===== src/hdl/float_fmt_pkg.sv =====
package float_fmt_pkg;

	localparam int EXP_W = 8;
	localparam int FRAC_W = 23;

	localparam int EXP_BIAS = 127;
	localparam int EXP_MAX = 255;	// all-ones exponent field

	typedef logic [EXP_W+FRAC_W:0] fp32_t;

	// mantissa including the hidden bit
	typedef logic [FRAC_W:0] man_t;

	// two extra bits so quotient exponents can go negative or past 255
	typedef logic signed [EXP_W+1:0] exp_t;

	localparam fp32_t CANON_NAN = 32'h7fc00000;

	typedef struct packed {
		man_t man;
		exp_t exp;	// biased, as found in the word
		logic sgn;
		logic zero;	// subnormals land here too
		logic inf;
		logic snan;
		logic qnan;
	} unpacked_t;

	typedef struct packed {
		man_t man;
		exp_t exp;	// exp_a - exp_b, no bias
		logic sgn;
		logic round_bit;
		logic sticky_bit;
		logic skip_round;	// special result, pack as is
	} quotient_t;

endpackage


===== src/hdl/fpu_pkg.sv =====
package fpu_pkg;

	// operation code as issued to the FPU
	typedef logic [4:0] fpu_op_t;

	// rounding mode, RISC-V frm encoding
	typedef logic [2:0] rm_t;

	localparam fpu_op_t FPU_OP_DIV = 5'd3;

	localparam rm_t RM_RNE = 3'd0;	// nearest, ties to even
	localparam rm_t RM_RTZ = 3'd1;	// toward zero
	localparam rm_t RM_RDN = 3'd2;	// toward -inf
	localparam rm_t RM_RUP = 3'd3;	// toward +inf
	localparam rm_t RM_RMM = 3'd4;	// nearest, ties away from zero

	// accrued exception flags, nv in bit 4 down to nx in bit 0
	typedef struct packed {
		logic nv;	// invalid operation
		logic dz;	// divide by zero
		logic of;	// overflow
		logic uf;	// underflow
		logic nx;	// inexact
	} fflags_t;

endpackage


===== src/hdl/float_divider.sv =====
`timescale 1ns/100ps

module float_divider
	import fpu_pkg::*;
	import float_fmt_pkg::*;
(
	input	logic		clk,
	input	logic		reset,
	input	logic		flush,

	input	logic		valid_in,
	output	logic		ready_out,
	output	logic		valid_out,
	input	logic		ready_in,

	input	fpu_op_t	op,
	input	rm_t		rm,

	input	unpacked_t	operand_a,
	input	unpacked_t	operand_b,

	output	quotient_t	quotient,
	output	logic		nv,
	output	logic		dz,
	output	rm_t		rm_out
);

	typedef enum logic {IDLE, CALC} state_t;

	state_t state;
	logic [3:0] counter;
	logic spec_pend;	// special result waits one edge

	man_t divisor;
	logic [25:0] res;
	logic [26:0] rem;
	exp_t exp_q;
	logic sgn_q;
	logic skip_round;

	logic [26:0] acc [3];
	logic [26:0] diff;
	logic [1:0] q;

	logic accept;
	logic is_nan;
	logic is_inf;
	logic is_zero;
	logic special;

	assign ready_out = ready_in && (state == IDLE) && !spec_pend;
	assign accept = valid_in && (op == FPU_OP_DIV) && ready_out;

	assign is_nan = operand_a.snan || operand_b.snan || operand_a.qnan || operand_b.qnan ||
		(operand_a.zero && operand_b.zero) || (operand_a.inf && operand_b.inf);
	assign is_inf = operand_a.inf || operand_b.zero;
	assign is_zero = operand_a.zero || operand_b.inf;
	assign special = is_nan || is_inf || is_zero;

	always_ff @(posedge clk, posedge reset) begin
		if (reset) begin
			state <= IDLE;
			counter <= 4'd0;
			spec_pend <= 1'b0;
			valid_out <= 1'b0;
		end else if (flush) begin
			state <= IDLE;
			counter <= 4'd0;
			spec_pend <= 1'b0;
			valid_out <= 1'b0;
		end else if (accept) begin
			state <= special ? IDLE : CALC;
			counter <= 4'd0;
			spec_pend <= special;
			valid_out <= 1'b0;
		end else begin
			case (state)
				IDLE: begin
					if (spec_pend) begin
						spec_pend <= 1'b0;
						valid_out <= 1'b1;
					end else if (valid_out && ready_in) begin
						valid_out <= 1'b0;	// result taken
					end
				end
				CALC: begin
					if (counter == 4'd12) begin
						state <= IDLE;
						valid_out <= 1'b1;
					end else begin
						counter <= counter + 4'd1;
					end
				end
			endcase
		end
	end

	always_ff @(posedge clk, posedge reset) begin
		if (reset) begin
			divisor <= '0;
			res <= '0;
			rem <= '0;
			exp_q <= '0;
			sgn_q <= 1'b0;
			skip_round <= 1'b0;
			nv <= 1'b0;
			dz <= 1'b0;
			rm_out <= RM_RNE;
		end else if (accept) begin
			sgn_q <= operand_a.sgn ^ operand_b.sgn;
			skip_round <= special;
			nv <= 1'b0;
			dz <= 1'b0;
			rm_out <= rm;
			rem <= '0;
			if (is_nan) begin
				res <= {1'b1, CANON_NAN[FRAC_W-1:0], 2'b00};
				exp_q <= exp_t'(EXP_MAX);
				sgn_q <= CANON_NAN[EXP_W+FRAC_W];
				nv <= !(operand_a.qnan || operand_b.qnan);
			end else if (is_inf) begin
				res <= {1'b1, FRAC_W'(0), 2'b00};
				exp_q <= exp_t'(EXP_MAX);
				dz <= operand_b.zero;
			end else if (is_zero) begin
				res <= '0;
				exp_q <= '0;
			end else begin
				divisor <= operand_b.man;
				res <= '0;
				rem <= {1'b0, operand_a.man, 2'b00};
				exp_q <= operand_a.exp - operand_b.exp;
			end
		end else if (state == CALC) begin
			res <= {res[23:0], q};
			rem <= acc[2];
		end
	end

	// two restoring steps per cycle
	always_comb begin
		acc[0] = rem;
		for (int i = 1; i <= 2; i++) begin
			diff = acc[i-1] - {1'b0, divisor, 2'b00};
			q[2-i] = !diff[26];
			acc[i] = (diff[26] ? acc[i-1] : diff) << 1;
		end
	end

	always_comb begin
		quotient.sgn = sgn_q;
		quotient.skip_round = skip_round;
		if (res[25] || skip_round) begin
			quotient.man = res[25:2];
			quotient.exp = exp_q;
			quotient.round_bit = res[1];
			quotient.sticky_bit = res[0] || (|rem);
		end else begin
			quotient.man = res[24:1];	// ratio below one, shift up
			quotient.exp = exp_q - 10'sd1;
			quotient.round_bit = res[0];
			quotient.sticky_bit = |rem;
		end
	end

	assert property (@(posedge clk) disable iff (reset)
		(state == CALC) && (counter < 4'd12) |=> !valid_out)
		else $error("valid_out raised before the last divide step");

	assert property (@(posedge clk) disable iff (reset)
		(state == CALC) |-> divisor[FRAC_W])
		else $error("divisor not normalized during divide");

endmodule


===== src/hdl/float_round_pack.sv =====
`timescale 1ns/100ps

module float_round_pack
	import fpu_pkg::*;
	import float_fmt_pkg::*;
(
	input	quotient_t	quotient,
	input	logic		nv,
	input	logic		dz,
	input	rm_t		rm,
	output	fp32_t		y,
	output	fflags_t	flags
);

	logic inexact;
	logic inc;
	logic [24:0] man_rnd;
	man_t man_norm;
	exp_t exp_biased;
	exp_t exp_norm;
	logic overflow;
	logic underflow;
	logic max_finite;

	assign inexact = quotient.round_bit || quotient.sticky_bit;

	always_comb begin
		case (rm)
			RM_RNE: inc = quotient.round_bit && (quotient.sticky_bit || quotient.man[0]);
			RM_RTZ: inc = 1'b0;
			RM_RDN: inc = quotient.sgn && inexact;
			RM_RUP: inc = !quotient.sgn && inexact;
			RM_RMM: inc = quotient.round_bit;
			default: inc = 1'b0;	// reserved modes truncate
		endcase
	end

	assign exp_biased = quotient.exp + exp_t'(EXP_BIAS);
	assign man_rnd = {1'b0, quotient.man} + {24'd0, inc};

	// carry out of the mantissa means 1.111.. rounded to 10.000..
	assign man_norm = man_rnd[24] ? man_rnd[24:1] : man_rnd[23:0];
	assign exp_norm = man_rnd[24] ? exp_biased + 10'sd1 : exp_biased;

	assign overflow = exp_norm >= exp_t'(EXP_MAX);
	assign underflow = exp_norm <= 10'sd0;

	// directed modes that point toward zero saturate
	assign max_finite = (rm == RM_RTZ) || ((rm == RM_RDN) && !quotient.sgn) ||
		((rm == RM_RUP) && quotient.sgn);

	always_comb begin
		flags.nv = nv;
		flags.dz = dz;
		flags.of = 1'b0;
		flags.uf = 1'b0;
		flags.nx = 1'b0;
		if (quotient.skip_round) begin
			y = {quotient.sgn, quotient.exp[EXP_W-1:0], quotient.man[FRAC_W-1:0]};
		end else if (overflow) begin
			flags.of = 1'b1;
			flags.nx = 1'b1;
			if (max_finite)
				y = {quotient.sgn, EXP_W'(EXP_MAX - 1), {FRAC_W{1'b1}}};
			else
				y = {quotient.sgn, EXP_W'(EXP_MAX), FRAC_W'(0)};
		end else if (underflow) begin
			flags.uf = 1'b1;
			flags.nx = 1'b1;
			y = {quotient.sgn, (EXP_W + FRAC_W)'(0)};	// flush to zero
		end else begin
			flags.nx = inexact;
			y = {quotient.sgn, exp_norm[EXP_W-1:0], man_norm[FRAC_W-1:0]};
		end
	end

endmodule


===== src/hdl/float_unpack.sv =====
`timescale 1ns/100ps

module float_unpack
	import float_fmt_pkg::*;
(
	input	fp32_t		fp32,
	output	unpacked_t	operand
);

	logic [EXP_W-1:0] exp_field;
	logic [FRAC_W-1:0] frac;
	logic exp_zero;
	logic exp_ones;

	assign exp_field = fp32[FRAC_W +: EXP_W];
	assign frac = fp32[FRAC_W-1:0];

	assign exp_zero = exp_field == '0;
	assign exp_ones = exp_field == EXP_W'(EXP_MAX);

	always_comb begin
		operand.sgn = fp32[EXP_W+FRAC_W];
		operand.exp = {2'b00, exp_field};
		operand.man = exp_zero ? '0 : {1'b1, frac};	// hidden bit

		// denormals are not supported, they read as zero
		operand.zero = exp_zero;

		operand.inf = exp_ones && (frac == '0);
		operand.snan = exp_ones && (frac != '0) && !frac[FRAC_W-1];
		operand.qnan = exp_ones && frac[FRAC_W-1];
	end

endmodule


===== src/hdl/fpu_div_unit.sv =====
`timescale 1ns/100ps

module fpu_div_unit
	import fpu_pkg::*;
	import float_fmt_pkg::*;
(
	input	logic		clk,
	input	logic		reset,
	input	logic		flush,

	input	logic		valid_in,
	output	logic		ready_out,
	output	logic		valid_out,
	input	logic		ready_in,

	input	fpu_op_t	op,
	input	rm_t		rm,
	input	fp32_t		a,
	input	fp32_t		b,

	output	fp32_t		y,
	output	fflags_t	flags
);

	unpacked_t operand_a;
	unpacked_t operand_b;
	quotient_t quotient;
	logic nv;
	logic dz;
	rm_t rm_q;	// mode captured with the request

	float_unpack unpack_a (.fp32(a), .operand(operand_a));
	float_unpack unpack_b (.fp32(b), .operand(operand_b));

	float_divider divider (
		.clk(clk), .reset(reset), .flush(flush),
		.valid_in(valid_in), .ready_out(ready_out),
		.valid_out(valid_out), .ready_in(ready_in),
		.op(op), .rm(rm),
		.operand_a(operand_a), .operand_b(operand_b),
		.quotient(quotient), .nv(nv), .dz(dz), .rm_out(rm_q)
	);

	float_round_pack round_pack (
		.quotient(quotient), .nv(nv), .dz(dz), .rm(rm_q),
		.y(y), .flags(flags)
	);

endmodule


===== config.mk =====
export PLATFORM = sky130hd
export DESIGN_NAME = fpu_div_unit
export DESIGN_NICKNAME = d
export VERILOG_FILES = /design/src/hdl/float_fmt_pkg.sv /design/src/hdl/fpu_pkg.sv /design/src/hdl/float_divider.sv /design/src/hdl/float_round_pack.sv /design/src/hdl/float_unpack.sv /design/src/hdl/fpu_div_unit.sv
export SDC_FILE = /design/constraint.sdc
export NUM_CORES = 1
export LEC_CHECK = 0
export ABC_CLOCK_PERIOD_IN_PS = 10400
export BUFFER_PORTS_ARGS = -buffer_cell sky130_fd_sc_hd__buf_2
export CAP_MARGIN = 20
export CORE_MARGIN = 3
export CORE_UTILIZATION = 40
export DETAILED_ROUTE_END_ITERATION = 10
export PLACE_DENSITY = 0.66
export SYNTH_ARGS = -nofsm -noshare
export SYNTH_HDL_FRONTEND = slang
export SYNTH_SLANG_ARGS = --single-unit

===== constraint.sdc =====
create_clock -name clk -period 10.4 [get_ports clk]
set_clock_uncertainty 0.1 [all_clocks]
set_input_delay 0.52 -clock clk [delete_from_list [all_inputs] [get_ports clk]]
set_output_delay 0.52 -clock clk [all_outputs]
set_load 0.1 [all_outputs]

# ---- Yosys cells after proc, flatten, opt, wreduce, memory -nomap -nowiden
# Cells that the tools add are included.
dict set report totals {
  reg_bits 101
  inputBits 77
  output_inout_bits 39
}
dict set report classes {
  add_sub_neg 8
  n_lt_le_gt_ge 2
  eq_ne 12
  mux 53
  n_bitwise 5
  reduce_logical 56
}
# cell count
set ops {}
lappend ops {{$mux W26} 7}
lappend ops {{$mux W27} 4}
lappend ops {{$mux W31} 3}
lappend ops {{$mux W24} 3}
lappend ops {{$sub A27 B26 Y27} 2}
lappend ops {{$logic_not A23 Y1} 2}
lappend ops {{$reduce_bool A23 Y1} 2}
lappend ops {{$mux W10} 4}
lappend ops {{$mux W34} 1}
lappend ops {{$reduce_or A27 Y1} 1}
lappend ops {{$add A24 B1 Y25} 1}
lappend ops {{$mux W23} 1}
lappend ops {{$mux W1} 22}
lappend ops {{$logic_and A1 B1 Y1} 20}
lappend ops {{$eq A8 B8 Y1 const B} 2}
lappend ops {{$logic_not A8 Y1} 2}
lappend ops {{$logic_or A1 B1 Y1} 16}
lappend ops {{$mux W4} 4}
lappend ops {{$add A10 B2 Y10 const B} 1}
lappend ops {{$add A10 B8 Y10 const B} 1}
lappend ops {{$ge A10 B9 Y1 const B} 1}
lappend ops {{$le A10 B1 Y1 const B} 1}
lappend ops {{$sub A10 B2 Y10 const B} 1}
lappend ops {{$sub A8 B8 Y9} 1}
lappend ops {{other kinds (22)} 33}

# ---- Depth between registers and ports, before layout
dict set report depth {
  ltp_word 13
  mapped_depth 26
  ltp_nobuf 23
}

# ---- By module
# Synthesis repeated with hierarchy kept, for this count alone.
dict set report unflattened {
  cells_unflattened 1468
  area_unflattened_um2 11217.0
}
# module instances cells_each area_per_inst_um2 seq_area_each_um2
set by_module_without_submodules {}
lappend by_module_without_submodules {float_divider 1 1011 8236.6 2477.4}
lappend by_module_without_submodules {float_round_pack 1 341 2112.0 0.0}
lappend by_module_without_submodules {float_unpack 2 58 434.2 0.0}

# ---- Worst setup path after synthesis
# Ideal clock, no wire load.
dict set report synth_path {
  kind {register to output}
  startpoint {register divider.res[25]}
  endpoint {output port y[24]}
  arrival_time_ns 7.285
  required_time_ns 9.780
  slack_ns 2.495
  stages_incl_launch_ff 24
  path_buffers 5
  cell_sequence {dfrtp_1 buf_2 buf_2 nor2_1 buf_2 buf_1 nand2_1 nand2_1 a211oi_1 o21ai_0 nor2b_1 ha_1 ha_1 and4_1 o211ai_1 nor4_4 nand2_2 nor3_4 mux2i_1 or4_1 o21a_1 clkbuf_1 nor3_1 a221o_1}
}
dict set report synth_via {
  elab_chain_len 11
}
# item line
set synth_rtl {}
lappend synth_rtl {{start, declared} float_divider.sv:35} ;# logic [25:0] res;
lappend synth_rtl {{start signal, assigned} float_divider.sv:117} ;# res <= {1'b1, CANON_NAN[FRAC_W-1:0], 2'b00};
lappend synth_rtl {{start signal, assigned} float_divider.sv:122} ;# res <= {1'b1, FRAC_W'(0), 2'b00};
lappend synth_rtl {{start signal, assigned} float_divider.sv:135} ;# res <= {res[23:0], q};
lappend synth_rtl {{parallel branches: the longest is 10 deep, another holds $add A10 B8 Y10} -}
lappend synth_rtl {{$mux W31 (*)} float_round_pack.sv:58} ;# if (quotient.skip_round) begin
lappend synth_rtl {{end, declared} fpu_div_unit.sv:21} ;# output fp32_t y,
# Every way passes the cells marked *.

# ---- Final worst setup path
dict set report layout_path {
  startpoint {register divider.res[25]}
  endpoint {output port y[3]}
}
# The elaborated chain is that of the path after synthesis.

==> results by group <==
Logic synthesis
  – Largest family of logic cells by synthesized area: compound AO/OA/AOI/OAI gates
  – Area contributors post-synth: dfrtp_1 (24%), ha_1 (7.6%), nand2_1 (6.6%)
  – Post-synth top area share: between 20% and 30%
  – Post-Synth XOR/XNOR Area: between 7 and 8%
  – Syn Area/Cell: approximately 7.7 um2
  – Yosys reg bits: roughly 100
  – Post-Synth Simple-Gate Area: a little over a fifth
  – Synth area leader: dfrtp_1
  – Synth Area in Compound Gates: 26.1%
  – Ys Warns: 0
  – Post-synthesis adder-cell area fraction: 8.17%
  – Share of the yosys chip area belonging to registers: 24.0%
  – Number of synthesized flops with an enable pin: 0
  – Top FF cell, synth: dfrtp_1
  – Yosys cell types: 83
  – Cells after synthesis: 1332
  – FFs w/ async S/R, synth: between 90% and 100%
  – Multiplexer share of the synthesized area: 5.54%
  – Syn Std Cell Area: between 10000 and 15000 um2
  – Mapped Nets: 1474

Timing
  – Tcrit/Tclk final: 74.5%
  – Least-Margin Pin Slew: 1.08 ns
  – RSZ-0062 raised after global routing: false
  – TNS Setup: 0 ns
  – Worst rel slew slack: 26.8%
  – Fmax: approximately 130 MHz
  – Period minus WS final: roughly 7.8 ns
  – Final setup viols: 0
  – Worst hold slack: around 0.030 ns
  – Final hold viol count: 0
  – Max-slew violations: 0

Detailed routing
  – DRT iter0 DRCs: 835
  – DRT antenna net count: 0
  – Drt total wl: 30300 um
  – Drt pass-1 iters: 5
  – Wirelength per Cell: ~18 um
  – Vias per cell: ~5.9
  – Detailed-route DRC error count: 0
  – Vias: 10100

Worst setup path
  – Reg2reg start: divider.rem[2]$_DFFE_PP0P_
  – Worst Path Class, Setup: flop to primary output
  – Crit path required time: 9.78 ns
  – WP data arrival: 7.13 ns
  – CP Max Fanout: 32
  – CP Capture Type: primary output
  – CP Launch Type: flop
  – R2r endpoint: divider.rem[11]$_DFFE_PP0P_
  – FF-to-FF setup slack: 2.95 ns
  – R2R depth: 25

Die
  – Core footprint: roughly 25000 um2
  – I/O pin count: approximately 120
  – Die ar.: 27500 um2
  – Initial Utilization: 41.3%
  – Die Y: between 150 and 200 um
  – Die width: 166 um
  – Rows: 57

Finish
  – Area Overhead vs Synth: 10.2%
  – ANT cells: 0
  – Commonest cells after routing, fill and taps aside: nand2_1 (180), buf_2 (115), dfrtp_1 (97)
  – Most common cell after layout, fill and taps aside: nand2_1
  – Fin area: between 10000 and 15000 um2
  – Share of post-route cells with drive strength above 1: 13.5%
  – Final #Nets: 1522

Clock tree
  – CTS tree: done
  – H-Tree Depth: 3
  – Root buf cell: clkbuf_16
  – CTS resizes: 0
  – Number of setup buffers added after CTS: 0
  – Clock sinks: 98
  – CTS clk-pin slew, worst paths: 0.07 ns
  – CTS Buf Count: 9
  – Clk Latency, worst-skew pair: 0.36 ns
  – Hold_buf cts: 0
  – Clock Path Buffers: 2

Run
  – Max cap viols: 0

Placed design
  – DP Area: 10900 um2
  – Port bufs: 115
  – Hpwl dp: 22800 um
  – RePlAce Congestion: 0.910

GRT
  – First-pass GRT wire length: 49600 um
  – All-layer global routing usage: between 20% and 30%
  – Total grt overflow: 0
  – Largest net degree at the start of global routing: 73
  – Vias in the first global route: 9609
  – Initial antenna violation count: 0

Run status
  – Status: finished clean

Pwr
  – P_leak: around 5 nW
  – Pwr/cell area: 334 nW/um2
  – Total power: approximately 0.0038 W
  – Worst vdd ir: 0.000243 V

Min path
  – HP Class: input port to asynchronous set/reset pin
## worst max path at each step
stage                                  end  cells after the start  slack (ns)                            from
2_1_floorplan                        y[24]                     23        2.49     divider.res[25]$_DFFE_PP0P_
5_1_grt                               y[3]                     19        2.08     divider.res[25]$_DFFE_PP0P_
4_1_cts                               y[3]                     19        2.71     divider.res[25]$_DFFE_PP0P_
3_5_place_dp   divider.rem[14]$_DFFE_PP0P_                     24        3.10  divider.divisor[0]$_DFFE_PP0P_
6_report                              y[3]                     19        2.65     divider.res[25]$_DFFE_PP0P_
3_3_place_gp                          y[3]                     19        3.12     divider.res[25]$_DFFE_PP0P_
## through the flow
step	setup WS [ns]	utilization, %	cells
3_5_place_dp	3.10	44.2	1692
2_1_floorplan	2.49	-	1332
4_1_cts	2.71	45.5	1708
5_1_grt	2.08	45.5	1709
6_report	2.65	45.5	1709
3_3_place_gp	3.12	44.2	1692
## power by group
part,internal (W),total [W],switching [W]
logic,0.00104,0.00272,0.00168
clock network,0.000219,0.000377,0.000158
registers,0.000484,0.000669,0.000184
total,0.00174,0.00376,0.00202
## sequential cells by signal (all words and copies together) (netlist names), 3 cells and up
name,cells
divider.res,26
divider.rem,25
divider.exp_q,9
divider.counter,4
divider.divisor,24
divider.rm_out,3
## Yosys cell counts (9+ instances only)
| cell | instances |
|---|---|
| nand2_1 | 180 |
| xnor2_1 | 55 |
| clkbuf_1 | 62 |
| or2_2 | 9 |
| inv_1 | 70 |
| o21a_1 | 15 |
| a31oi_1 | 12 |
| xor2_1 | 31 |
| ha_1 | 62 |
| a21o_1 | 26 |
| nand2b_1 | 9 |
| o21ai_0 | 95 |
| o211ai_1 | 12 |
| and2_1 | 10 |
| a21oi_1 | 88 |
| dfrtp_1 | 98 |
| a211oi_1 | 22 |
| nor4_1 | 23 |
| mux2i_1 | 42 |
| nand4_1 | 27 |
| buf_2 | 12 |
| mux2_2 | 13 |
| o22ai_1 | 10 |
| nand3_1 | 41 |
| buf_1 | 10 |
| nor2b_1 | 13 |
| a2bb2oi_1 | 20 |
| nor3_1 | 30 |
| nor2_1 | 78 |
## metal layers
metal	up-vias	GRT usage (%)	part of all wire, %
li1	4949	-	-
met1	4773	30.4	47
met2	339	33.5	45
met3	58	2.76	5.9
met4	0	7.12	2.7
met5	-	0	0
## cell families (layout without fill, tap and decap cells)
family	count (synthesis)	count (layout)
AOI/OAI and AO/OA	401	401
xor gates and xnor gates	88	88
adders and majority gates	65	65
buffers and inverters	163	216
DFF	98	98
muxes	55	55
and+or+nand+nor	462	462
## critical path, cell delays in order, from the launching register on
cell       delay, ns
dfrtp_1         0.83
or2_2           0.69
a2111oi_0       0.22
nand3_1         0.14
nor2_1          0.12
o21ai_0         0.09
nor2b_1         0.17
ha_1            0.27
ha_1            0.26
and4_1          0.27
o211ai_1        0.16
nor4_4          0.58
and3_1          0.27
nand2_1         0.08
nor3_1          0.20
xnor2_1         0.26
o21a_1          0.81
o31a_1          0.77
o22ai_1         0.20
buf_2           0.33
## final cells by class
cell class / count / area [um2]
Clock buffer: 11 / 243
Fill cell: 2500 / 13500
Multi-Input combinational cell: 1071 / 7140
Timing Repair Buffer: 129 / 681
Inverter: 71 / 269
Tap cell: 324 / 405
Sequential cell: 98 / 2450
Clock inverter: 5 / 82.6
No activity file was read; power rests on OpenSTA's default activity.
